===== src/hdl/datapath_defines.svh =====
`ifndef DATAPATH_DEFINES_SVH
`define DATAPATH_DEFINES_SVH

// Word and register file geometry
`define WORD_WIDTH   32
`define REG_COUNT    16
`define SELECT_WIDTH 5

// Request word bit positions above the general registers
// Bits 0 to 15 request R0 to R15
`define REQ_HI     16
`define REQ_LO     17
`define REQ_ZHIGH  18
`define REQ_ZLOW   19
`define REQ_PC     20
`define REQ_MDR    21
`define REQ_INPORT 22
`define REQ_C      23

`endif


===== src/hdl/bus_link_if.sv =====
`timescale 1ns/1ps

`include "datapath_defines.svh"

interface busLink;

    logic [`WORD_WIDTH-1:0]   busData;
    logic [`SELECT_WIDTH-1:0] selectCode;
    logic                     selectValid;
    logic                     multipleRequest;

    modport encoder (
        output busData,
        output selectCode,
        output selectValid,
        output multipleRequest
    );

    // Sources watch the decoded select to decide whether they own the bus
    modport source (
        input busData,
        input selectCode,
        input selectValid,
        input multipleRequest
    );

endinterface


===== src/hdl/bus_encoder.sv =====
`timescale 1ns/1ps

`include "datapath_defines.svh"

module busEncoder (
    input  logic [`WORD_WIDTH-1:0] encoderInput,
    input  logic [`WORD_WIDTH-1:0] generalWord,
    input  logic [`WORD_WIDTH-1:0] specialWord,
    input  logic [`WORD_WIDTH-1:0] aluWord,
    busLink.encoder                link
);

    logic [`SELECT_WIDTH-1:0] lowestIndex;

    // Scanning downward leaves the lowest set bit as the winner
    always_comb begin
        lowestIndex = '0;
        for (int i = `WORD_WIDTH - 1; i >= 0; i--) begin
            if (encoderInput[i]) begin
                lowestIndex = `SELECT_WIDTH'(i);
            end
        end
    end

    assign link.selectCode = lowestIndex;
    assign link.selectValid = |encoderInput;
    assign link.multipleRequest = (encoderInput & (encoderInput - 1'b1)) != '0;

    // Only one source answers any code and the rest return zero, so OR is a mux here
    assign link.busData = generalWord | specialWord | aluWord;

    always_comb begin
        if (link.selectValid) begin
            contentionCheck: assert #0 (!link.multipleRequest)
                else $warning("Several bus requests in %h, source %0d drives the bus",
                              encoderInput, link.selectCode);
        end
    end

endmodule


===== src/flat_wrapper.sv =====
// flat-port wrapper written by rule: the top's interface ports become plain ports
module busEncoder_flat 
  (encoderInput, generalWord, specialWord, aluWord, link_busData, link_selectCode, link_selectValid, link_multipleRequest);
  busLink link_i ();
  input  logic [`WORD_WIDTH-1:0] encoderInput;
  input  logic [`WORD_WIDTH-1:0] generalWord;
  input  logic [`WORD_WIDTH-1:0] specialWord;
  input  logic [`WORD_WIDTH-1:0] aluWord;
  output wire logic [$bits(link_i.busData)-1:0] link_busData;
  output wire logic [$bits(link_i.selectCode)-1:0] link_selectCode;
  output wire logic [$bits(link_i.selectValid)-1:0] link_selectValid;
  output wire logic [$bits(link_i.multipleRequest)-1:0] link_multipleRequest;
  assign link_busData = link_i.busData;
  assign link_selectCode = link_i.selectCode;
  assign link_selectValid = link_i.selectValid;
  assign link_multipleRequest = link_i.multipleRequest;
  busEncoder u_core (.encoderInput(encoderInput), .generalWord(generalWord), .specialWord(specialWord), .aluWord(aluWord), .link(link_i));
endmodule

===== config.mk =====
export PLATFORM = sky130hd
export DESIGN_NAME = busEncoder_flat
export DESIGN_NICKNAME = d
export VERILOG_FILES = /design/src/hdl/bus_link_if.sv /design/src/hdl/bus_encoder.sv /design/src/flat_wrapper.sv
export VERILOG_INCLUDE_DIRS = /design/src /design/src/hdl
export SDC_FILE = /design/constraint.sdc
export NUM_CORES = 1
export LEC_CHECK = 0
export BUFFER_PORTS_ARGS = -buffer_cell sky130_fd_sc_hd__buf_4
export CAP_MARGIN = 40
export CORE_MARGIN = 2
export CORE_UTILIZATION = 26
export DETAILED_ROUTE_END_ITERATION = 10
export PLACE_DENSITY_LB_ADDON = 0.08
export SYNTH_ARGS = -nofsm -noshare
export SYNTH_HDL_FRONTEND = slang
export SYNTH_SLANG_ARGS = --single-unit

===== constraint.sdc =====
create_clock -name vclk -period 1.71
set_input_delay 0.171 -clock vclk [all_inputs]
set_output_delay 0.171 -clock vclk [all_outputs]
set_load 0.01 [all_outputs]

Yosys cells after proc, flatten, opt, wreduce, memory -nomap -nowiden
Cells that the tools add are included.
{"block": "word_totals", "word_cells": 38, "out_inout_bits": 39, "ff_bits": 0, "input_bits": 128}
{"block": "classes", "add_sub_neg": 1, "reduce_logical": 2, "bitwise": 3, "n_mux": 32}
{"cell": "$mux W5", "count": 32}
{"cell": "$or A32 B32 Y32", "count": 2}
{"cell": "$and A32 B32 Y32", "count": 1}
{"cell": "$reduce_bool A32 Y1", "count": 1}
{"cell": "$reduce_or A32 Y1", "count": 1}
{"cell": "$sub A32 B1 Y32 const B", "count": 1}

Depth between registers and ports, before layout
{"block": "logic_depth", "word_depth": 32, "mapped_depth": 8, "mapped_depth_nobuf": 6}

Worst setup path after synthesis
No wires, ideal clock.
{"block": "synth_path", "path_kind": "input to output", "start": "input encoderInput[4]", "end": "output link_multipleRequest", "required_ns": 1.539, "t_arrival_ns": 1.646, "cell_stages": 8, "setup_slack_ns": -0.107, "cell_sequence": "clkbuf_1 > nor4_2 > and4_1 > buf_4 > nand2_1 > o32a_1 > a221oi_1 > nand4_1"}
{"block": "synth_via", "elab_chain_len": 3}
{"element": "start, declared", "line_no": "flat_wrapper.sv:5", "rtl": "input logic [`WORD_WIDTH-1:0] encoderInput;"}
{"element": "$sub A32 B1 Y32", "line_no": "bus_encoder.sv:27", "rtl": "assign link.multipleRequest = (encoderInput & (encoderInput - 1'b1)) != '0;"}
{"element": "$and A32 B32 Y32 (*)", "line_no": "bus_encoder.sv:27"}
{"element": "$reduce_bool A32 Y1 (*)", "line_no": "bus_encoder.sv:27"}
{"element": "end, declared", "line_no": "flat_wrapper.sv:12", "rtl": "output wire logic [$bits(link_i.multipleRequest)-1:0] link_multipleRequest;"}
Mark *: on every way between the ends. The rest lies on a longest branch, timed or not.

Worst setup path after layout
{"block": "layout_path", "start": "input encoderInput[14]", "end": "output link_multipleRequest"}
The elaborated chain is that of the path after synthesis.

==> key figures <==
Critical path
  – Most used cell, CP: buf_4
  – Critical-path cell list: buf_4, nor4_4, buf_4, nand4_1, or3_1, a221oi_2, nand4_1, buf_4
  – Crit start category: primary input
  – Kind of critical path: primary input to output pin
  – Buffers & Inverters on Critical Path: 3
  – Crit path max-delay family: simple AND/OR/NAND/NOR gates
  – Crit path DAT: about 1.9 ns
  – Top fanout value on the critical path: 5
  – Crit-path max cell delay: ~0.39 ns
  – CP Capture Type: output pin
  – Slowest cell on crit path: or3_1
  – Worst Path Required: around 1.5 ns

Cells and area
  – Nets@finish: between 400 and 500
  – Sequential cell count: 0
  – Share of layout cells above drive strength 1: about 69%
  – Area occupied by multi-input gates: 0.00109 sq mm
  – Seq. cell area: 0 sq um
  – Diodes inserted: 0
  – Clock buffer cells: 0
  – Synth-to-Final Area Change: 192%
  – Fillers: 306

Synth
  – Post-Synthesis Cells: between 100 and 150
  – Cell area after synthesis: around 960 sq um
  – Number of synthesis warnings: 0
  – Sequential element share of the synthesized area: 0%
  – Syn Area/Cell: roughly 6.4 sq um
  – Syn_nets: 277
  – Synth cell types: just over 40

GRT
  – Congestion Overflow GR: 0
  – Total GRT Usage: about a quarter
  – Initial antenna violation count: 0
  – Number of global-route vias before repair: just under 2000
  – Pin count of the biggest net entering global routing: 9
  – First-pass GRT wire length: a little over 8000 um

Drt
  – Remaining DRCs: 0
  – Drt total wl: 5690 um
  – Drt wl/cell: 13.9 um
  – Router iterations before antenna repair: 4
  – Initial DRC Count: 99
  – Via count: between 2000 and 2500
  – DRT antenna net count: 0
  – Post-DR vias/cell: approximately 5.2

Timing
  – Actual slew at the worst max-slew pin: 0.491 ns
  – Max_slew headroom: between 60 and 70%
  – Setup TNS: -0.425 ns
  – Final Cycle Share: 121%
  – Peak Freq: between 400 and 500 MHz
  – Final hold violations: 0
  – Tmin final: ~2.1 ns
  – RSZ-0062 raised after global routing: true
  – Final slew viol count: 0
  – Setup violations, final: 4
  – PnR worst setup slack: -0.359 ns

Min path
  – WHS Endpoint: link_busData[29]
  – WHS Path Cells: 3
  – Hold WC Path Type: primary input to output pin
  – Min-Delay Startpoint: aluWord[29]

Flow run
  – Max-Cap Viols: 0

Power and ir drop
  – Power per cell area: ~200 mW/mm^2
  – Final Power: around 550 uW
  – Leak: roughly 1.3 nW
  – VDD IR max: 0.113 mV

Clocking
  – CTS Hold Bufs: 0

Status
  – Status: complete, but fails checks
  – Violated checks: negative setup slack

Die
  – Initial core utilization: about a quarter
  – Die Wd: around 65 um
  – Boundary Pins: 167
  – Die height: roughly 65 um
  – # rows: 22
  – CORE AREA: roughly 0.0036 sq mm
  – Die Area: 0.00418 sq mm

Place
  – Post-DP HPWL: around 4600 um
  – RD Place Congestion: around 0.90
  – Port bufs: around 170
## final cells by class
type	instances	area share, %
inverters	8	1.07
multi-input cells	139	38.8
well taps	48	2.15
repair buffers	213	58.0
## power breakdown
part,total [mW],switching (mW),internal [mW]
Combinational,0.550,0.206,0.344
Clock,0,0,0
Sequential,0,0,0
Total,0.550,0.206,0.344
## worst max-delay path by stage
stage | endpoint | cells past startpoint | slack [ns] | start
after floorplan | link_multipleRequest | 8 | -0.1 | encoderInput[4]
after global placement | link_multipleRequest | 8 | -0.37 | encoderInput[0]
after detailed placement | link_multipleRequest | 8 | -0.39 | encoderInput[0]
after CTS | link_multipleRequest | 7 | -0.32 | encoderInput[0]
after global routing | link_multipleRequest | 8 | -0.44 | encoderInput[7]
final | link_multipleRequest | 8 | -0.36 | encoderInput[14]
## per-stage QoR
| stage | util, % | setup slack, ns | instances | hold slack, ns | area [sq um] |
|---|---|---|---|---|---|
| after floorplan | - | -0.0950 | 149 | 0.391 | 993 |
| after global placement | 72.0 | -0.373 | 404 | 0.600 | 2600 |
| after global routing | 77.6 | -0.444 | 408 | 0.612 | 2800 |
| after detailed placement | 72.0 | -0.387 | 404 | 0.601 | 2600 |
| after CTS | 73.9 | -0.318 | 405 | 0.601 | 2660 |
| final | 77.6 | -0.359 | 408 | 0.601 | 2800 |
## timing repair
action                                  CTS  global route
cloned                                    0             0
pin swaps                                 6             9
setup buffers                             1             5
gates resized for setup                  18            23
endpoints found under the setup margin    5             5
## per-layer routing
layer  vias to the layer above  part of all wire (%)  global-route usage (%)  routed length (um)
met5                         -                     0                       0                   0
met4                         0                   1.2                    4.26                  68
met3                         8                   8.9                    4.86                 504
met2                       116                    56                    47.3                3180
met1                       954                    34                    25.5                1940
li1                       1028                     -                       -                   -
## kinds of logic (layout without fill, tap and decap cells)
logic type / Yosys count / count (layout) / share of synthesized area, %
fa+ha+maj: 3 / 3 / 3.14
buf+inv: 10 / 221 / 4.31
compound gates: 38 / 38 / 27.2
simple gates: 98 / 98 / 65.4
## cells in the final DEF, fill, tap and decap left out, types with 3 or more instances in the layout
cell,netlist,layout
nand2_1,7,6
nor3_1,10,10
nand2b_1,4,3
buf_6,0,4
or4_4,2,4
buf_4,1,208
nor2_1,14,13
or3_1,34,34
nor4_2,4,3
inv_1,8,7
nor4_1,7,5
o21ai_1,2,3
o21ai_2,0,3
a21oi_1,10,8
nor4_4,2,5
## cells in the mapped netlist (all sizes together) (2+ instances only)
cell / number / share of area, %
maj3: 3 / 3.1
nand4: 2 / 1.3
nand2b: 4 / 2.6
inv: 8 / 3.1
nor2: 15 / 6.7
a21oi: 10 / 5.2
or3: 34 / 22
o22ai: 2 / 1.3
nand3: 3 / 1.6
o41ai: 2 / 1.8
a31oi: 3 / 2.0
nor3: 10 / 5.2
a221oi: 2 / 1.8
or2: 2 / 1.3
nor4: 13 / 14
o21ai: 7 / 3.7
nand2: 7 / 2.7
or4: 4 / 3.9
## worst min-delay path: stages
cell,delay [ns]
buf_4,0.07
or3_1,0.08
buf_4,0.11
No activity file was read; power rests on OpenSTA's default activity.
