### config.mk
export PLATFORM = sky130hd
export DESIGN_NAME = specialRegisters_flat
export DESIGN_NICKNAME = d
export VERILOG_FILES = /design/src/hdl/datapath_pkg.sv /design/src/hdl/bus_link_if.sv /design/src/hdl/special_registers.sv /design/src/flat_wrapper.sv
export VERILOG_INCLUDE_DIRS = /design/src /design/src/hdl
export SDC_FILE = /design/constraint.sdc
export NUM_CORES = 1
export LEC_CHECK = 0
export BUFFER_PORTS_ARGS = -buffer_cell sky130_fd_sc_hd__buf_2
export CORE_ASPECT_RATIO = 0.9
export CORE_UTILIZATION = 53
export CTS_CLUSTER_SIZE = 24
export DETAILED_ROUTE_END_ITERATION = 16
export PLACE_DENSITY = 0.77
export SLEW_MARGIN = 20
export SYNTH_ARGS = -nofsm -noshare
export SYNTH_HDL_FRONTEND = slang
export SYNTH_SLANG_ARGS = --single-unit
### constraint.sdc
create_clock -name Clock -period 2.41 [get_ports Clock]
set_input_delay 0.482 -clock Clock [delete_from_list [all_inputs] [get_ports Clock]]
set_output_delay 0.482 -clock Clock [all_outputs]
set_load 0.1 [all_outputs]
### src/hdl/datapath_defines.svh
`ifndef DATAPATH_DEFINES_SVH
`define DATAPATH_DEFINES_SVH

// Word and register file geometry
`define WORD_WIDTH   32
`define REG_COUNT    16
`define SELECT_WIDTH 5

// Request word bit positions above the general registers
// Bits 0 to 15 request R0 to R15
`define REQ_HI     16
`define REQ_LO     17
`define REQ_ZHIGH  18
`define REQ_ZLOW   19
`define REQ_PC     20
`define REQ_MDR    21
`define REQ_INPORT 22
`define REQ_C      23

`endif

### src/hdl/datapath_pkg.sv
package datapathPkg;

    // ALU operation codes as they appear on the operation port
    typedef enum logic [4:0] {
        opAdd = 5'b00011,
        opSub = 5'b00100,
        opAnd = 5'b00101,
        opOr  = 5'b00110,
        opShr = 5'b00111,
        opShl = 5'b01000,
        opRor = 5'b01001,
        opRol = 5'b01010,
        opMul = 5'b01111,
        opDiv = 5'b10000,
        opNeg = 5'b10001,
        opNot = 5'b10010
    } aluOp;

    typedef struct packed {
        logic [4:0]  opcode;
        logic [3:0]  ra;
        logic [3:0]  rb;
        logic [3:0]  rc;
        logic [14:0] unused;
    } rFormFields;

    typedef struct packed {
        logic [4:0]  opcode;
        logic [3:0]  ra;
        logic [3:0]  rb;
        logic [18:0] constant;
    } iFormFields;

    // The same IR word seen as register format or immediate format
    typedef union packed {
        rFormFields rForm;
        iFormFields iForm;
    } instrWord;

endpackage

### src/hdl/bus_link_if.sv
`timescale 1ns/1ps

`include "datapath_defines.svh"

interface busLink;

    logic [`WORD_WIDTH-1:0]   busData;
    logic [`SELECT_WIDTH-1:0] selectCode;
    logic                     selectValid;
    logic                     multipleRequest;

    modport encoder (
        output busData,
        output selectCode,
        output selectValid,
        output multipleRequest
    );

    // Sources watch the decoded select to decide whether they own the bus
    modport source (
        input busData,
        input selectCode,
        input selectValid,
        input multipleRequest
    );

endinterface

### src/hdl/special_registers.sv
`timescale 1ns/1ps

`include "datapath_defines.svh"

module specialRegisters (
    input  logic                   Clock,
    input  logic                   rstN,
    input  logic                   PCin,
    input  logic                   IncPC,
    input  logic                   IRin,
    input  logic                   MARin,
    input  logic                   MDRin,
    input  logic                   Read,
    input  logic                   HIin,
    input  logic                   LOin,
    input  logic [`WORD_WIDTH-1:0] Mdatain,
    input  logic [`WORD_WIDTH-1:0] inPortData,
    busLink.source                 link,
    output logic [`WORD_WIDTH-1:0] sourceWord,
    output logic [`WORD_WIDTH-1:0] marAddress
);

    logic [`WORD_WIDTH-1:0] pc;
    logic [`WORD_WIDTH-1:0] mar;
    logic [`WORD_WIDTH-1:0] mdr;
    logic [`WORD_WIDTH-1:0] hi;
    logic [`WORD_WIDTH-1:0] lo;
    logic [`WORD_WIDTH-1:0] constWord;
    datapathPkg::instrWord  ir;

    // The constant field is 19 bits and sign-extends to a full word
    assign constWord = `WORD_WIDTH'($signed(ir.iForm.constant));
    assign marAddress = mar;

    always_ff @(posedge Clock or negedge rstN) begin
        if (!rstN) begin
            pc  <= '0;
            ir  <= '0;
            mar <= '0;
            mdr <= '0;
            hi  <= '0;
            lo  <= '0;
        end else begin
            // Increment wins over a bus load of PC
            if (IncPC) begin
                pc <= pc + 1'b1;
            end else if (PCin) begin
                pc <= link.busData;
            end
            if (IRin) begin
                ir <= link.busData;
            end
            if (MARin) begin
                mar <= link.busData;
            end
            if (MDRin) begin
                mdr <= Read ? Mdatain : link.busData;
            end
            if (HIin) begin
                hi <= link.busData;
            end
            if (LOin) begin
                lo <= link.busData;
            end
        end
    end

    always_comb begin
        sourceWord = '0;
        if (link.selectValid) begin
            case (link.selectCode)
                `REQ_HI:     sourceWord = hi;
                `REQ_LO:     sourceWord = lo;
                `REQ_PC:     sourceWord = pc;
                `REQ_MDR:    sourceWord = mdr;
                `REQ_INPORT: sourceWord = inPortData;
                `REQ_C:      sourceWord = constWord;
                default:     sourceWord = '0;
            endcase
        end
    end

    // A read cycle that does not land in MDR must not also redirect PC twice
    pcStepCheck: assert property (@(posedge Clock) disable iff (!rstN)
        (Read && !MDRin) |-> !(PCin && IncPC))
        else $error("PCin and IncPC both high in a read step without MDRin");

endmodule

### src/flat_wrapper.sv
// flat-port wrapper written by rule: the top's interface ports become plain ports
module specialRegisters_flat 
  (Clock, rstN, PCin, IncPC, IRin, MARin, MDRin, Read, HIin, LOin, Mdatain, inPortData, sourceWord, marAddress, link_busData, link_selectCode, link_selectValid, link_multipleRequest);
  busLink link_i ();
  input  logic Clock;
  input  logic rstN;
  input  logic PCin;
  input  logic IncPC;
  input  logic IRin;
  input  logic MARin;
  input  logic MDRin;
  input  logic Read;
  input  logic HIin;
  input  logic LOin;
  input  logic [`WORD_WIDTH-1:0] Mdatain;
  input  logic [`WORD_WIDTH-1:0] inPortData;
  output logic [`WORD_WIDTH-1:0] sourceWord;
  output logic [`WORD_WIDTH-1:0] marAddress;
  input wire logic [$bits(link_i.busData)-1:0] link_busData;
  input wire logic [$bits(link_i.selectCode)-1:0] link_selectCode;
  input wire logic [$bits(link_i.selectValid)-1:0] link_selectValid;
  input wire logic [$bits(link_i.multipleRequest)-1:0] link_multipleRequest;
  assign link_i.busData = link_busData;
  assign link_i.selectCode = link_selectCode;
  assign link_i.selectValid = link_selectValid;
  assign link_i.multipleRequest = link_multipleRequest;
  specialRegisters u_core (.Clock(Clock), .rstN(rstN), .PCin(PCin), .IncPC(IncPC), .IRin(IRin), .MARin(MARin), .MDRin(MDRin), .Read(Read), .HIin(HIin), .LOin(LOin), .Mdatain(Mdatain), .inPortData(inPortData), .link(link_i), .sourceWord(sourceWord), .marAddress(marAddress));
endmodule
After elaboration in Yosys (flattened, before gate mapping)
Index checks and enable logic that the tools add are counted.
W data, S select, Z words.
- word-level logic and storage cells: 19
- register bits after elaboration: 179
- bits of input ports: 113
- output and inout bits: 64
- equal/unequal tests: 6
- reductions and logical operators: 1
- multiplexer cells: 5
- add/subtract/negate cells: 1
- operators with widths (kind ; number):
    $pmux W32 S6 ; 1
    $mux W32 ; 4
    $add A32 B1 Y32 const B ; 1
    $eq A5 B5 Y1 const B ; 6
    $reduce_bool A2 Y1 ; 1

Logic depth before layout (Yosys ltp)
- depth in word-level cells: 3
- depth in mapped cells: 6
- gate-level depth less buffers: 6

Worst setup path before layout
OpenSTA, ideal clock, no wires.
- kind: input to output
- from: input port link_selectCode[1]
- to: output port sourceWord[19]
- setup slack: -1.173 ns
- data required time: 1.928 ns
- stages on the path: 4
- buffers on the path: 1
- arrival time: 3.101 ns
- path through: nor4_1 > clkbuf_1 > a22oi_1 > a41oi_1
- word-level cells in the longest chain between the ends: 3
- elaborated cells on any way between the ends: 8
- classes of those cells: eq/ne (6); mux (2)
- RTL lines (item ; line ; RTL):
    from (decl) ; flat_wrapper.sv:20 ; input wire logic [$bits(link_i.selectCode)-1:0] link_selectCode;
    $eq A5 B5 Y1 ; special_registers.sv:71 ; case (link.selectCode)
    $pmux W32 S6 * ; special_registers.sv:71 ;
    $mux W32 * ; special_registers.sv:70 ; if (link.selectValid) begin
    to (decl) ; flat_wrapper.sv:17 ; output logic [`WORD_WIDTH-1:0] sourceWord;
Mark *: on every way between the ends. The rest lies on a longest branch, timed or not.

Worst setup path after layout
- from: input port link_selectCode[0]
- to: output port sourceWord[24]
The elaborated chain is that of the path after synthesis.

==> flow_summary.toml <==
[outcome]
status = "finished with violations"
violations = "setup timing"

[timing]
finalSetupViolCount = 30
maxSlewHeadroom = 0.572
finalCritPeriodShare = 1.04
fmax_mhz = 398
rsz0062_at_grt = "yes"
clock_skew_ns = 0.00661
fin_ws_ns = -0.102
tightest_slew_ns = 0.640
drv_slew = 0
min_period_ns = 2.51
final.setup.tns_ns = -1.95
hold_violations = 0

[power]
p_per_area_mw_per_mm2 = 693
p_leak_nw = 4.71
peakVddDrop_mv = 0.738

[clock_network]
path_clk_slew_ns = 0.07
clock_latency_ns = 0.44
cts_root_buf = "clkbuf_16"
htreeDepth = 4
cts_tree = "yes"
cts_num_sinks = 179
clockBufferDepth = 2
numCtsBuffers = 17

[drt]
wl_per_cell_um = 24.2
via_per_inst = 6.55
dr.pass1.iters = 5
vias = 7556
postRouteAntennaNets = 0
drtIter0Drc = 800
drc = 0
wl_mm = 27.9

[floorplanning]
die_h_um = 123
dieArea_mm2 = 0.0168
fp-row-count = 43
die_w_um = 137
initial_utilization = 0.553
core-area_mm2 = 0.0157
ios = 177

[finish]
layout.cells.non_filler = 1153
drive_gt1_frac = 0.456
num_antenna_cells = 0
final_util = 0.773
syn2layout_area_growth_pct = 39.8
finalNetCount = 1053

[logic_synthesis]
synth-seq-cells = 179
synthesis.area_mm2 = 0.00865
synthArstFlopShare = 1.00
synth_warnings = 0
synth-edff-count = 0
synth_ff_type = "dfrtp_1"
syn_nets = 874
avgSynthCellArea_um2 = 11.4
synth_cell_types = 44
synthCells = 760
ys_seq_area_frac = 0.518

[global_route]
use_met2 = 0.528
gr-usage-met1 = 0.418
grt.busiest_layer = "met2"
grt_overflow = 0
grt_pass1_wl_mm = 40.6
grt_antenna_before_repair = 1
grt_pass1_vias = 7675
grt_start_max_net_pins = 88
grt_use_met3 = 0.0689
grt_use_total = 0.324

[setup_path]
crit_path_start_kind = "primary input"
crit_chain = "buf_8, nand2b_4, nor4_4, buf_6, buf_6, buf_16, a22oi_2, a41oi_4, buf_12"
cpMostUsedCell = "buf_6"
crit_path_max_fanout = 8
startpoint = "link_selectCode[0]"
path_class = "primary input to primary output"
worstPathRequired_ns = 1.93
cp_slowest_stage_delay_ns = 0.31
worst_r2r_startpoint = "u_core.pc[5]"
cp.arrival_ns = 2.03
cp_slowest_cell = "nor4_4"
crit_path_end_kind = "primary output"

[hold_path]
hp-start = "link_busData[21]"
hold_class = "primary input to flip-flop"

[placed_design]
post-place-ws_ns = -0.0522
io_buffers = 175
dp.cells = 1106
hpwl_mm = 17.1
place.gp.congestion = 0.869

[flow_run]
maxCapViolations = 0
==> final timing paths <==
| check | endpoint | slack [ns] | cells after the start |
|---|---|---|---|
| max reg2reg | u_core.pc[31] | 0.33 | 5 |
| min in group asynchronous | u_core.marAddress[18] | 0.49 | 2 |
| min reg2reg | u_core.marAddress[28] | 0.51 | 1 |
| max in group asynchronous | u_core.ir[6] | 1.19 | 3 |
| max | sourceWord[24] | -0.10 | 9 |
| min | u_core.pc[21] | 0.35 | 2 |
==> through the flow <==
stage	total power [mW]	instance area (um^2)	hold slack, ns
detailed placement	5.19	11000	0.367
global route	8.63	12100	0.353
floorplan	4.67	9280	0.186
finish	8.39	12100	0.345
global placement	5.11	11000	0.361
CTS	8.30	11800	0.341
==> cells in the final DEF, fill, tap and decap left out, drive strengths merged, types with 9 or more instances in the layout <==
| cell | synthesis | routed |
|---|---|---|
| a22oi | 82 | 82 |
| mux2 | 115 | 115 |
| mux2i | 38 | 38 |
| nand3 | 18 | 18 |
| clkbuf | 42 | 25 |
| buf | 16 | 209 |
| a31oi | 21 | 21 |
| a41oi | 14 | 14 |
| nor2 | 58 | 58 |
| nand2 | 35 | 36 |
| nand4 | 18 | 18 |
| a21oi | 51 | 51 |
| dfrtp | 179 | 179 |
| a211oi | 9 | 9 |
==> power breakdown <==
group	internal, mW	switching [mW]	leakage [nW]
combinational	0.549	1.05	2.34
clock	1.94	1.20	0.316
sequential	3.33	0.304	2.06
==> routing by layer <==
layer | share of wire | wire [um]
met2 | 0.49 | 13600
met4 | 0.031 | 874
met1 | 0.41 | 11400
met5 | 0 | 0
met3 | 0.071 | 1970
==> flip-flops by register name (all words and copies together), names as in the netlist <==
signal             cells
u_core.lo             32
u_core.ir             19
u_core.marAddress     32
u_core.mdr            32
u_core.pc             32
u_core.hi             32
==> final cells by class <==
cell class	count	area, um^2
Clock buffer	18	429
Inverter	3	11.3
Timing Repair Buffer	217	2020
Fill cell	933	3560
Multi-Input combinational cell	521	4670
Sequential cell	179	4480
Clock inverter	13	231
Tap cell	202	253
==> repair_timing <==
| item | CTS | global route |
|---|---|---|
| setup buffers | 1 | 7 |
| endpoints found under the setup margin | 23 | 32 |
| hold endpoints to repair | 20 | 0 |
| hold buffers | 1 | 0 |
| gates cloned | 2 | 5 |
| resized for setup | 3 | 42 |
| pin swaps | 0 | 26 |
==> cell families after synthesis <==
group,share of synthesized area
adder cells (fa/ha/maj),0.00145
XOR/XNOR,0.00607
flip-flops,0.518
AO/OA/AOI/OAI,0.162
AND/OR/NAND/NOR,0.0924
multiplexers,0.194
buffers and inverters,0.0267
==> synth_stat cells (3+ instances only) <==
| library cell | instances | area, um^2 |
|---|---|---|
| a211oi_1 | 9 | 67.6 |
| a21oi_1 | 51 | 255 |
| a22oi_1 | 82 | 616 |
| a31oi_1 | 21 | 131 |
| a41oi_1 | 14 | 123 |
| and4_1 | 3 | 26.3 |
| buf_1 | 15 | 56.3 |
| clkbuf_1 | 41 | 154 |
| dfrtp_1 | 179 | 4480 |
| inv_1 | 3 | 11.3 |
| mux2_2 | 115 | 1290 |
| mux2i_1 | 38 | 380 |
| nand2_1 | 34 | 128 |
| nand2b_1 | 3 | 18.8 |
| nand3_1 | 16 | 80.1 |
| nand4_1 | 17 | 106 |
| nor2_1 | 58 | 218 |
| nor2b_1 | 7 | 43.8 |
| nor3_1 | 4 | 20.0 |
| o211ai_1 | 4 | 30.0 |
| o21ai_0 | 3 | 15.0 |
| o221a_2 | 6 | 67.6 |
| o22ai_1 | 6 | 37.5 |
| xor2_1 | 6 | 52.6 |
==> worst max-delay path: cells and delay by family <==
family	cells	cell delay [ns]
buffers and inverters	5	0.75
AND/OR/NAND/NOR	2	0.47
AO/OA/AOI/OAI	2	0.32
Power figures use the tool's default switching activity.
