<file path="config.mk">
export PLATFORM = sky130hd
export DESIGN_NAME = generalRegisters_flat
export DESIGN_NICKNAME = d
export VERILOG_FILES = /design/src/hdl/bus_link_if.sv /design/src/hdl/general_registers.sv /design/src/flat_wrapper.sv
export VERILOG_INCLUDE_DIRS = /design/src /design/src/hdl
export SDC_FILE = /design/constraint.sdc
export NUM_CORES = 1
export LEC_CHECK = 0
export BUFFER_PORTS_ARGS = -buffer_cell sky130_fd_sc_hd__buf_2
export CORE_ASPECT_RATIO = 0.8
export CORE_MARGIN = 2
export CORE_UTILIZATION = 35
export CTS_CLUSTER_DIAMETER = 60
export CTS_CLUSTER_SIZE = 10
export DETAILED_ROUTE_END_ITERATION = 7
export SYNTH_ARGS = -nofsm -noshare
export SYNTH_HDL_FRONTEND = slang
export SYNTH_SLANG_ARGS = --single-unit
</file>
<file path="constraint.sdc">
create_clock -name Clock -period 1.9 [get_ports Clock]
set_clock_uncertainty 0.15 [all_clocks]
set_input_delay 0.19 -clock Clock [delete_from_list [all_inputs] [get_ports Clock]]
set_output_delay 0.19 -clock Clock [all_outputs]
set_load 0.02 [all_outputs]
</file>
<file path="src/hdl/datapath_defines.svh">
`ifndef DATAPATH_DEFINES_SVH
`define DATAPATH_DEFINES_SVH

// Word and register file geometry
`define WORD_WIDTH   32
`define REG_COUNT    16
`define SELECT_WIDTH 5

// Request word bit positions above the general registers
// Bits 0 to 15 request R0 to R15
`define REQ_HI     16
`define REQ_LO     17
`define REQ_ZHIGH  18
`define REQ_ZLOW   19
`define REQ_PC     20
`define REQ_MDR    21
`define REQ_INPORT 22
`define REQ_C      23

`endif

</file>
<file path="src/hdl/bus_link_if.sv">
`timescale 1ns/1ps

`include "datapath_defines.svh"

interface busLink;

    logic [`WORD_WIDTH-1:0]   busData;
    logic [`SELECT_WIDTH-1:0] selectCode;
    logic                     selectValid;
    logic                     multipleRequest;

    modport encoder (
        output busData,
        output selectCode,
        output selectValid,
        output multipleRequest
    );

    // Sources watch the decoded select to decide whether they own the bus
    modport source (
        input busData,
        input selectCode,
        input selectValid,
        input multipleRequest
    );

endinterface

</file>
<file path="src/hdl/general_registers.sv">
`timescale 1ns/1ps

`include "datapath_defines.svh"

module generalRegisters (
    input  logic                   Clock,
    input  logic                   rstN,
    input  logic [`REG_COUNT-1:0]  loadStrobes,
    busLink.source                 link,
    output logic [`WORD_WIDTH-1:0] sourceWord
);

    localparam int IndexWidth = $clog2(`REG_COUNT);

    logic [`WORD_WIDTH-1:0] regFile [`REG_COUNT];
    logic                   ownsBus;

    always_ff @(posedge Clock or negedge rstN) begin
        if (!rstN) begin
            for (int i = 0; i < `REG_COUNT; i++) begin
                regFile[i] <= '0;
            end
        end else begin
            // Several strobes may be high together and all of them load the same bus word
            for (int i = 0; i < `REG_COUNT; i++) begin
                if (loadStrobes[i]) begin
                    regFile[i] <= link.busData;
                end
            end
        end
    end

    // Codes 0 to 15 map directly onto R0 to R15
    assign ownsBus = link.selectValid && (link.selectCode < `REG_COUNT);

    always_comb begin
        sourceWord = '0;
        if (ownsBus) begin
            sourceWord = regFile[link.selectCode[IndexWidth-1:0]];
        end
    end

endmodule

</file>
<file path="src/flat_wrapper.sv">
// flat-port wrapper written by rule: the top's interface ports become plain ports
module generalRegisters_flat 
  (Clock, rstN, loadStrobes, sourceWord, link_busData, link_selectCode, link_selectValid, link_multipleRequest);
  busLink link_i ();
  input  logic Clock;
  input  logic rstN;
  input  logic [`REG_COUNT-1:0] loadStrobes;
  output logic [`WORD_WIDTH-1:0] sourceWord;
  input wire logic [$bits(link_i.busData)-1:0] link_busData;
  input wire logic [$bits(link_i.selectCode)-1:0] link_selectCode;
  input wire logic [$bits(link_i.selectValid)-1:0] link_selectValid;
  input wire logic [$bits(link_i.multipleRequest)-1:0] link_multipleRequest;
  assign link_i.busData = link_busData;
  assign link_i.selectCode = link_selectCode;
  assign link_i.selectValid = link_selectValid;
  assign link_i.multipleRequest = link_multipleRequest;
  generalRegisters u_core (.Clock(Clock), .rstN(rstN), .loadStrobes(loadStrobes), .link(link_i), .sourceWord(sourceWord));
endmodule
</file>
After elaboration in Yosys (flattened, before gate mapping)
Index checks and enable logic that the tools add are counted.
{"block": "totals", "regBits": 512, "in_bits": 57, "out_inout_bits": 32, "wordCells": 24}
{"block": "classes", "n_lt_le_gt_ge": 2, "mux": 4, "n_bitwise": 1, "n_reduce_logical": 1}
{"op": "32-bit binary-select mux with 4-bit select", "n": 1}
{"op": "32-bit two-way mux", "n": 3}
{"op": "5-bit greater-or-equal comparator, second input constant", "n": 1}
{"op": "5-bit < comparator, second input constant", "n": 1}
{"op": "4-bit inverter with 5-bit output", "n": 1}
{"op": "1-bit logical AND", "n": 1}

Depth between registers and ports, before layout
Gate-level depths: netlist of run 1.
{"block": "depth", "depth_word": 5, "ltp_mapped": 7, "mapped_depth_nobuf": 4}

Worst setup path after synthesis of run 1
OpenSTA, ideal clock, no wires.
{"block": "synth_timing", "path_kind": "input to output", "startpoint": "in link_selectCode[0]", "endpoint": "out sourceWord[5]", "arrival_time_ps": 1176, "required_time_ps": 1560, "setup_slack_ps": 384, "cell_stages": 7, "path_cell_list": "buf_4 buf_12 buf_12 mux2i_1 a22oi_1 nand3_1 nand2_1"}
{"block": "synth_via", "elab_chain_len": 5}
{"element": "start, declared", "line_no": "flat_wrapper.sv:10", "source": "input wire logic [$bits(link_i.selectCode)-1:0] link_selectCode;"}
{"element": "4-bit inverter with 5-bit output (implied by the code)", "line_no": "general_registers.sv:39", "source": "sourceWord = regFile[link.selectCode[IndexWidth-1:0]];"}
{"element": "32-bit binary-select mux with 4-bit select", "line_no": "general_registers.sv:39"}
{"element": "32-bit two-way mux (implied by the code) (2 in a row)", "line_no": "general_registers.sv:39"}
{"element": "32-bit two-way mux (*)", "line_no": "general_registers.sv:38", "source": "if (ownsBus) begin"}
{"element": "end, declared", "line_no": "flat_wrapper.sv:8", "source": "output logic [`WORD_WIDTH-1:0] sourceWord;"}
Mark *: on every way between the ends. The rest lies on a longest branch, timed or not. The select of a mux whose other input is x is not followed.

Final worst setup path of run 1
{"block": "layout_timing", "startpoint": "reg u_core.regFile[301] (netlist bit)", "endpoint": "out sourceWord[13]"}
{"block": "layout_via", "elab_chain_len": 4}
{"element": "start, declared", "line_no": "general_registers.sv:15", "source": "logic [`WORD_WIDTH-1:0] regFile [`REG_COUNT];"}
{"element": "start signal, assigned by index", "line_no": "general_registers.sv:27", "source": "regFile[i] <= link.busData;"}
{"element": "32-bit binary-select mux with 4-bit select", "line_no": "general_registers.sv:39"}
{"element": "32-bit two-way mux (implied by the code) (2 in a row)", "line_no": "general_registers.sv:39"}
{"element": "32-bit two-way mux", "line_no": "general_registers.sv:38"}
No other way between the ends. The select of a mux whose other input is x is not followed.

==> results of run 1 <==
-- worst min-delay path, delay by kind of cell --
family | cells | cell delay, ns
buffers and inverters | 2 | 0.31
multiplexers | 1 | 0.23
-- final cells by class --
| class | instances | area [um^2] | share of cell area |
|---|---|---|---|
| timing repair buffer | 225 | 2487 | 0.08976 |
| clock buffer | 58 | 1440 | 0.05197 |
| sequential | 512 | 12810 | 0.4624 |
| antenna | 1 | 2.502 | 0.00009031 |
| clock inverter | 2 | 10.01 | 0.0003612 |
| tap | 870 | 1089 | 0.03928 |
| multi-input combinational | 998 | 9869 | 0.3562 |
-- per-stage QoR --
stage	hold WS, ns	total power, mW	setup TNS [ns]	worst slack, ns
floorplan	-0.2556	15.00	0	0.3837
global placement	0.003262	16.19	0	0.03200
detailed placement	0.003576	16.37	0	0.03543
CTS	0.004286	25.97	-2.242	-0.1262
global route	0.02273	26.80	-4.239	-0.2182
finish	0.02846	25.64	-0.8918	-0.1158
-- Yosys cell counts (2+ instances only) --
cell	n	area, um^2
dfrtp_1	512	12810
mux2_2	474	5338
mux2i_1	256	2562
a22oi_1	128	960.9
buf_2	78	390.4
nand3_1	64	320.3
clkbuf_1	51	191.4
mux2_1	38	427.9
nand2_1	32	120.1
buf_6	15	168.9
buf_12	6	120.1
buf_8	6	90.09
nor2b_1	2	12.51
-- cells by family (layout without fill, tap and decap cells) --
group                  after synthesis  in the layout  synth area share
buffers and inverters              159            285           0.04158
AO/OA/AOI/OAI                      128            128           0.04079
multiplexers                       768            768            0.3535
flip-flops                         512            512            0.5438
other                                0              1                 0
AND/OR/NAND/NOR                    102            102           0.02034
-- layout by cell type (no fill, tap or decap), types with 2 or more instances in the layout --
cell           instances
dfrtp_1              512
a22oi_1              126
buf_4                 44
nand3_1               64
mux2_1                38
mux2i_1              256
buf_2                 53
buf_12                56
nand2_1                8
clkinv_2               2
clkbuf_16             57
buf_6                 32
mux2_2               474
a22oi_2                2
nor2b_4                2
dlygate4sd3_1         38
buf_8                  2
nand2_2               24
-- worst max-delay path by stage --
stage / startpoint / to / cells after the start
floorplan: link_selectCode[0] / sourceWord[5] / 7
global placement: link_selectCode[0] / sourceWord[20] / 8
detailed placement: link_selectCode[0] / sourceWord[23] / 8
CTS: u_core.regFile[301] / sourceWord[13] / 5
global route: u_core.regFile[139] / sourceWord[11] / 5
finish: u_core.regFile[301] / sourceWord[13] / 5
-- power groups by stage --
stage / Sequential (mW) / Combinational [mW] / Clock, mW
global route: 12.7 / 4.10 / 10.0
detailed placement: 12.7 / 3.64 / 0
global placement: 12.7 / 3.54 / 0
floorplan: 12.6 / 2.43 / 0
CTS: 12.5 / 3.83 / 9.61
finish: 12.5 / 3.78 / 9.31
-- routing by layer --
layer	routed length [um]	up-vias	global-route usage
met5	33	-	0
met3	2046	105	0.02874
met4	1298	4	0.04499
li1	-	6295	-
met1	28780	7570	0.2474
met2	28940	217	0.2919
-- repair_timing --
item                                     CTS  global route
resized for setup                         87             3
hold buffers                              39             0
buffers inserted                           5             2
pin swaps                                 98            41
endpoints found under the hold margin   1024             0
endpoints found under the setup margin    32            32
==> summary.md, run 1 <==
| Metric | Value |
|---|---|
| Status | finished with violations |
| Failing checks | negative setup slack |
| Worst-path cell chain | mux2i_1 -> a22oi_1 -> nand3_1 -> nand2_2 -> buf_6 |
| Max reg flops | between 500 and 600 |
| Logic pwr share | 0.148 |
| First-pass GRT wire length | 94810 um |
| Fin area | roughly 0.028 mm^2 |
| Maximum vdd drop | 0.6815 mV |
| GRT overflow | 0 |
| Port Buf Inserts | 87 |
| Top Registers | u_core.regFile: 512 flops |
| Count of nets after finishing | ~1900 |
| Worst r2r dst | u_core.regFile[418] |
| Hold Path End | u_core.regFile[18] |
| Sink Count | about 510 |
| Number of vias per cell | roughly 5.3 |
| Post-Route WL | about 60000 um |
| Post-synth cell types | 20 |
| Ys async rst share | 1.000 |
| Most flops, register | u_core.regFile |
| Reg2reg path depth | 2 |
| DRT Pass-1 Iters | 5 |
| Total number of vias | 14191 |
| WP data arrival | approximately 1.7 ns |
| Total CTS buffers | 57 |
| Hold path cells | 3 |
| Yosys warnings | 0 |
| Worst Path Buf+Inv | 1 |
| PwrDens | a little over 900 mW/mm^2 |
| Max Cap Violations | 0 |
| Placed Instances | between 2000 and 3000 |
| CP Launch Type | register |
| Clk root buf | clkbuf_16 |
| Reg2reg setup slack | approximately 0.86 ns |
| Total track usage | 0.1787 |
| Die H | about 240 um |
| Crit path max-delay cell type | dfrtp_1 |
| CP max FO | 2 |
| RSZ-0062 raised after global routing | true |
| Reg power frac | 0.489 |
| Post-DRT Antenna Nets | 0 |
| GPL Wtd Cong | approximately 0.72 |
| RR Startpoint | u_core.regFile[418] |
| CTS clock-pin slew for the worst setup and hold paths | about 0.050 ns |
| CTS Buffer Depth | 3 |
| Critical path class | reg -> out |
| H-Tree Depth | 2 |
| Slew Viols, Final | 0 |
| Worst-skew pair later-pin latency | 0.60 ns |
| Register area share after synthesis | 0.5438 |
| Core box area | ~0.067 mm^2 |
| Area after DPL | approximately 0.026 mm^2 |
| Final Util | 0.4142 |
| Post-detail-place hpwl | approximately 34000 um |
| Initial core utilization | 0.3522 |
| Max Fclk | around 0.50 GHz |
| Worst min-delay path startpoint | loadStrobes[15] |
| Synth Register Bits | about 500 |
| Internal power | a little under 20 mW |
| Layout cells sized above 1 | 0.4195 |
| Sw Share | 0.2507 |
| Drt drc | 0 |
| Avg WL per Cell | about 23 um |
| Final Hold Vio Count | 0 |
| Initial antenna violation count | 2 |
| Final setup vio count | 28 |
| Top_reg_cell synth | dfrtp_1 |
| Largest net degree at the start of global routing | 69 |
| Clock share of power | 0.363 |
| IO Pins | 89 |
| Hold Crit Class | in -> reg |
| Area grow syn2layout | 17.62% |
| DR iter-0 viols | about 840 |
| Worst slew pin tran | 0.4591 ns |
| Final Critical Period | ~2.0 ns |
| Post-Syn Instances | roughly 1700 |
| Switching power | between 6 and 7 mW |
| Static Leakage | between 10 and 15 nW |
| Critical Path Sink Type | output pin |
| CP required | ~1.6 ns |
| Syn Area/Cell | 14.12 um^2 |
| Slew headroom | 0.6939 |
| Die Wd | slightly below 300 um |
| Vias in the first global route | about 15000 |
| Slowest stage delay, CP | 0.35 ns |
| EDFF count, synth | 0 |
| Fin cells | approximately 2700 |
| Fillers | between 6000 and 7000 |
| CTS tree | done |
| Syn Nets | 1726 |
| Die area | just under 0.07 mm^2 |
| Post-Syn Area | ~0.024 mm^2 |
| Post-route setup slack | -0.1158 ns |
| Final Cycle Share | 1.061 |
| Rows | 85 |
| Delay-heaviest family, CP | flip-flops |
Power figures use the tool's default switching activity.
==> inputs of run 2 (changes only) <==
--- a/config.mk
+++ b/config.mk
@@ -6,13 +6,13 @@
 export SDC_FILE = /design/constraint.sdc
 export NUM_CORES = 1
 export LEC_CHECK = 0
-export BUFFER_PORTS_ARGS = -buffer_cell sky130_fd_sc_hd__buf_2
 export CORE_ASPECT_RATIO = 0.8
 export CORE_MARGIN = 2
 export CORE_UTILIZATION = 35
 export CTS_CLUSTER_DIAMETER = 60
 export CTS_CLUSTER_SIZE = 10
 export DETAILED_ROUTE_END_ITERATION = 7
+export DONT_BUFFER_PORTS = 1
 export SYNTH_ARGS = -nofsm -noshare
 export SYNTH_HDL_FRONTEND = slang
 export SYNTH_SLANG_ARGS = --single-unit
==> run 2 against run 1 <==
The run ends with negative hold slack, negative setup slack left. Count of clock-buffer cells in the layout is 7 higher. Sequential cell count stayed put. Non-clock buffer count is 96 lower. Critical endpoint unchanged. Largest cell class unchanged. Critical path type unchanged. Global-route usage is essentially flat.
==> summary.md, run 2 (synthesis results as in run 1) <==
| Metric | Value |
|---|---|
| Area grow syn2layout | 14.85% |
| Top Registers | u_core.regFile: 512 flops |
| DR iter-0 viols | between 800 and 900 |
| Count of nets after finishing | roughly 1800 |
| Logic pwr share | 0.128 |
| RSZ-0062 raised after global routing | true |
| Worst slew pin tran | between 1 and 1.5 ns |
| Placed Instances | between 2000 and 2500 |
| Slew headroom | 0.1216 |
| IO Pins | between 80 and 90 |
| Drt drc | 0 |
| Pre-CTS setup slack | around 0.3 ns |
| Total power | about 25 mW |
| Internal power | slightly below 20 mW |
| Final setup vio count | 7 |
| Die Wd | a little under 300 um |
| DRT Pass-1 Iters | 5 |
| Avg WL per Cell | about 24 um |
| Clock share of power | 0.379 |
| Reg power frac | 0.493 |
| Worst-skew pair later-pin latency | around 0.6 ns |
| Core box area | 0.06690 mm^2 |
| Most flops, register | u_core.regFile |
| Post-route setup slack | -0.03900 ns |
| Final Critical Period | between 1.5 and 2 ns |
| H-Tree Depth | 2 |
| Sink Count | 512 |
| Clk root buf | clkbuf_16 |
| Hold-fix buffers, CTS | ~100 |
| Final Cycle Share | 1.021 |
| Fillers | slightly above 6000 |
| Initial antenna violation count | 6 |
| WP data arrival | around 1.6 ns |
| Max Cap Violations | 0 |
| Switching power | about 6 mW |
| Fin cells | roughly 2600 |
| Hold WS | -0.8612 ns |
| Post-Route WL | 61480 um |
| Most common cell after layout, fill and taps aside | dfrtp_1 |
| PwrDens | 939.8 mW/mm^2 |
| Status | finished with violations |
| Slew Viols, Final | 0 |
| Layout cells sized above 1 | 0.3677 |
| Port Buf Inserts | 0 |
| Vias in the first global route | roughly 15000 |
| First-pass GRT wire length | 94010 um |
| Critical path class | reg -> out |
| Total CTS buffers | 57 |
| Hold Crit Class | in -> async |
| Initial core utilization | 0.3522 |
| Rows | 85 |
| Commonest non-fill, non-tap cells in the layout | 512 x dfrtp_1, 474 x mux2_2, 256 x mux2i_1, 122 x a22oi_1, 86 x dlygate4sd3_1 |
| Total track usage | 0.1788 |
| Die H | approximately 240 um |
| CTS tree | done |
| Die area | approximately 0.069 mm^2 |
| Sw Share | 0.2402 |
| CP required | ~1.6 ns |
| Post-DRT Antenna Nets | 0 |
| Critical Path Sink Type | output pin |
| Post-detail-place hpwl | ~29000 um |
| Max Fclk | around 0.52 GHz |
| Maximum vdd drop | around 0.66 mV |
| Final Hold Vio Count | between 500 and 600 |
| Largest net degree at the start of global routing | 513 |
| CP Launch Type | register |
| Total number of vias | 13919 |
| CP max FO | 2 |
| Number of vias per cell | around 5.4 |
| GPL Wtd Cong | between 0.6 and 0.7 |
| Final Util | 0.4045 |
| CTS clock-pin slew for the worst setup and hold paths | 0.05 ns |
| Static Leakage | between 10 and 15 nW |
| CTS Buffer Depth | 3 |
| GRT overflow | 0 |
| Max reg flops | about 510 |
| Failing checks | negative hold slack, negative setup slack |
[run 2: changes by cell type in the layout (fill, tap and decap cells not counted), moves of 8 or more]
cell / change
buf_12: -48
buf_2: -53
nand2_1: -8
buf_16: +16
buf_6: -32
dlygate4sd3_1: +48
nand2_2: -10
nand2_4: +18
buf_4: -25
[run 2: through the flow]
step | area [um^2] | hold WS, ns | TNS, ns
6_report | 27060 | -0.8612 | -0.1199
3_5_place_dp | 23910 | -0.2084 | 0
4_1_cts | 26940 | -0.8627 | -0.3769
3_3_place_gp | 23910 | -0.2091 | 0
2_1_floorplan | 23560 | -0.2556 | 0
5_1_grt | 27060 | -0.8960 | -2.112
[run 2: final timing paths]
kind / from / to / slack, ns / depth (start not counted)
worst max-delay path: u_core.regFile[269] / sourceWord[13] / -0.04 / 4
worst min-delay path: rstN / u_core.regFile[506] / -0.86 / 0
worst max register to register: u_core.regFile[21] / u_core.regFile[21] / 0.40 / 2
worst min register to register: u_core.regFile[495] / u_core.regFile[495] / 0.34 / 1
max in group asynchronous: rstN / u_core.regFile[169] / 1.40 / 0
min in group Clock: loadStrobes[1] / u_core.regFile[471] / 0.11 / 2
[run 2: layout make-up]
type                            count  area, um^2  area share
Clock buffer                       65        1519     0.05613
Tap cell                          870        1089     0.04023
Antenna cell                        3       7.507   0.0002774
Multi-Input combinational cell    998       10020      0.3703
Sequential cell                   512       12810      0.4735
Timing Repair Buffer              129        1604     0.05928
Clock inverter                      1       8.758   0.0003237
[run 2: power groups by stage]
stage / Clock [mW] / Combinational, mW / Sequential, mW
3_3_place_gp: 0 / 2.29 / 12.6
6_report: 9.63 / 3.26 / 12.5
5_1_grt: 10.4 / 3.51 / 12.7
2_1_floorplan: 0 / 2.43 / 12.6
3_5_place_dp: 0 / 2.37 / 12.7
4_1_cts: 9.90 / 3.22 / 12.5
[run 2: layer usage]
| metal | up-vias | share of wire | track usage | wire [um] |
|---|---|---|---|---|
| met3 | 86 | 0.045 | 0.03486 | 2779 |
| met5 | - | 0.00067 | 0 | 41 |
| met4 | 6 | 0.021 | 0.04947 | 1294 |
| met2 | 276 | 0.48 | 0.2962 | 29610 |
| li1 | 6098 | - | - | - |
| met1 | 7453 | 0.45 | 0.2385 | 27750 |
[run 2: timing repair]
item | in CTS | in global routing
endpoints found under the hold margin | 1024 | 512
pin swaps | 56 | 85
resized for setup | 49 | 11
setup buffers | 4 | 8
gates cloned | 0 | 0
endpoints found under the setup margin | 32 | 32
[run 2: worst max-delay path, cell delays in order, from the launching register on]
cell,delay [ns]
dfrtp_1,0.34
mux2i_1,0.10
a22oi_2,0.24
nand3_1,0.15
nand2_4,0.16
==> inputs of run 3 (changes only) <==
--- a/config.mk
+++ b/config.mk
@@ -13,6 +13,7 @@
 export CTS_CLUSTER_SIZE = 10
 export DETAILED_ROUTE_END_ITERATION = 7
 export DONT_BUFFER_PORTS = 1
+export SETUP_SLACK_MARGIN = 0.05
 export SYNTH_ARGS = -nofsm -noshare
 export SYNTH_HDL_FRONTEND = slang
 export SYNTH_SLANG_ARGS = --single-unit
==> run 3 against run 2 <==
The run ends with negative hold slack, max-slew violations, negative setup slack left. Cell count is 0.16% higher. Via count up 0.21%. Sequential share of layout area down 0.052 points. Power is 0.10% higher. Count of clock-buffer cells in the layout did not move. Critical path type unchanged. Critical endpoint unchanged. Largest power group unchanged.
==> summary.md, run 3 (synthesis results as in run 1) <==
| Metric | Value |
|---|---|
| Status | finished with violations |
| Failing checks | negative hold slack, max-slew violations, negative setup slack |
| DR iter-0 viols | approximately 840 |
| Final Cycle Share | 1.021 |
| Total number of vias | approximately 14000 |
| Fin area | around 0.027 mm^2 |
| CP Launch Type | register |
| Max Cap Violations | 0 |
| Hold Crit Class | in -> async |
| CTS tree | done |
| Critical path class | reg -> out |
| Post-Route WL | 61590 um |
| Final setup vio count | 6 |
| Slew headroom | -0.002724 |
| Sink Count | 512 |
| GRT overflow | 0 |
| Area grow syn2layout | 14.98% |
| Layout cells sized above 1 | 0.3692 |
| Die Wd | roughly 290 um |
| Rows | 85 |
| Static Leakage | roughly 12 nW |
| DRT Pass-1 Iters | 5 |
| First-pass GRT wire length | ~94000 um |
| Core box area | ~0.067 mm^2 |
| Commonest non-fill, non-tap cells in the layout | 512 x dfrtp_1, 474 x mux2_2, 256 x mux2i_1, 122 x a22oi_1, 86 x dlygate4sd3_1 |
| Die H | approximately 240 um |
| Port Buf Inserts | 0 |
| Initial core utilization | 0.3522 |
| Placed Instances | around 2400 |
| Count of nets after finishing | ~1800 |
| CTS clock-pin slew for the worst setup and hold paths | about 0.06 ns |
| H-Tree Depth | 2 |
| Post-DRT Antenna Nets | 0 |
| Number of vias per cell | 5.402 |
| CP required | about 1.6 ns |
| PwrDens | 939.7 mW/mm^2 |
| Fillers | approximately 6000 |
| Hold WS | -0.8639 ns |
| Vias in the first global route | roughly 15000 |
| Drt drc | 0 |
| Most common cell after layout, fill and taps aside | dfrtp_1 |
| GPL Wtd Cong | approximately 0.7 |
| Total CTS buffers | 57 |
| Final Critical Period | between 1.5 and 2 ns |
| Initial antenna violation count | 6 |
| Max reg flops | approximately 510 |
| Clk root buf | clkbuf_16 |
| Die area | between 0.06 and 0.07 mm^2 |
| Slew Viols, Final | 16 |
| WP data arrival | approximately 1.6 ns |
| Post-detail-place hpwl | 29110 um |
| Top Registers | u_core.regFile: 512 flops |
| Worst-skew pair later-pin latency | 0.61 ns |
| CTS Buffer Depth | 3 |
| Fin cells | 2582 |
| Multi-input gate area | about 0.01 mm^2 |
| Largest net degree at the start of global routing | around 510 |
| Area after DPL | between 0.02 and 0.025 mm^2 |
| Post-route setup slack | -0.04069 ns |
| RSZ-0062 raised after global routing | true |
| Seq. cell area | 0.01281 mm^2 |
| Hold-fix buffers, CTS | about 100 |
| Final Hold Vio Count | ~510 |
| Maximum vdd drop | about 0.66 mV |
| Total track usage | 0.1789 |
| Max Fclk | ~0.52 GHz |
| IO Pins | between 80 and 90 |
| Avg WL per Cell | between 20 and 25 um |
| Critical Path Sink Type | output pin |
| CP max FO | 2 |
| Worst slew pin tran | ~1.5 ns |
| Most flops, register | u_core.regFile |
-- run 3: cell type report --
cell class,count,share of cell area
Clock inverter,1,0.0003233
Sequential cell,512,0.4730
Multi-Input combinational cell,998,0.3699
Timing Repair Buffer,133,0.06032
Clock buffer,65,0.05607
Antenna cell,3,0.0002771
Tap cell,870,0.04018
-- run 3: worst max-delay path, stage by stage, from the launching register on --
cell and delay, ns:
dfrtp_1 0.34, mux2i_1 0.10, a22oi_2 0.24, nand3_1 0.15, nand2_4 0.16
-- run 3: worst paths after layout --
kind / from / end / slack [ns] / cells past startpoint
setup / recovery: u_core.regFile[269] / sourceWord[13] / -0.04 / 4
hold / removal: rstN / u_core.regFile[311] / -0.86 / 0
setup reg to reg: u_core.regFile[21] / u_core.regFile[21] / 0.39 / 2
hold reg to reg: u_core.regFile[491] / u_core.regFile[491] / 0.35 / 1
max in group asynchronous: rstN / u_core.regFile[74] / 1.26 / 0
min in group Clock: loadStrobes[1] / u_core.regFile[471] / 0.11 / 2
-- run 3: power breakdown --
part           leakage, nW  internal [mW]  total [mW]  switching, mW
Sequential            5.99           12.0        12.5          0.537
Combinational         4.78           1.81        3.27           1.46
Clock                0.751           5.51        9.64           4.13
-- run 3: metrics by stage --
| step | TNS, ns | power [mW] | utilization | worst slack (ns) |
|---|---|---|---|---|
| after floorplan | 0 | 15.00 | - | 0.3837 |
| after global placement | 0 | 14.94 | 0.3575 | 0.2906 |
| after detailed placement | 0 | 15.09 | 0.3575 | 0.2999 |
| after CTS | -0.3769 | 25.66 | 0.4034 | -0.07836 |
| after global routing | -2.126 | 26.58 | 0.4049 | -0.1315 |
| final | -0.1199 | 25.46 | 0.4050 | -0.04069 |
-- run 3: layer usage --
layer	global-route usage	vias up	share of wire
met5	0	-	0.00067
li1	-	6109	-
met3	0.03496	84	0.040
met2	0.2964	242	0.48
met4	0.04978	6	0.021
met1	0.2385	7507	0.46
-- run 3: what timing repair did --
item,CTS,global route
endpoints found under the setup margin,32,32
setup buffers,10,6
pin swaps,93,68
resized for setup,50,10
hold endpoints to repair,1024,512
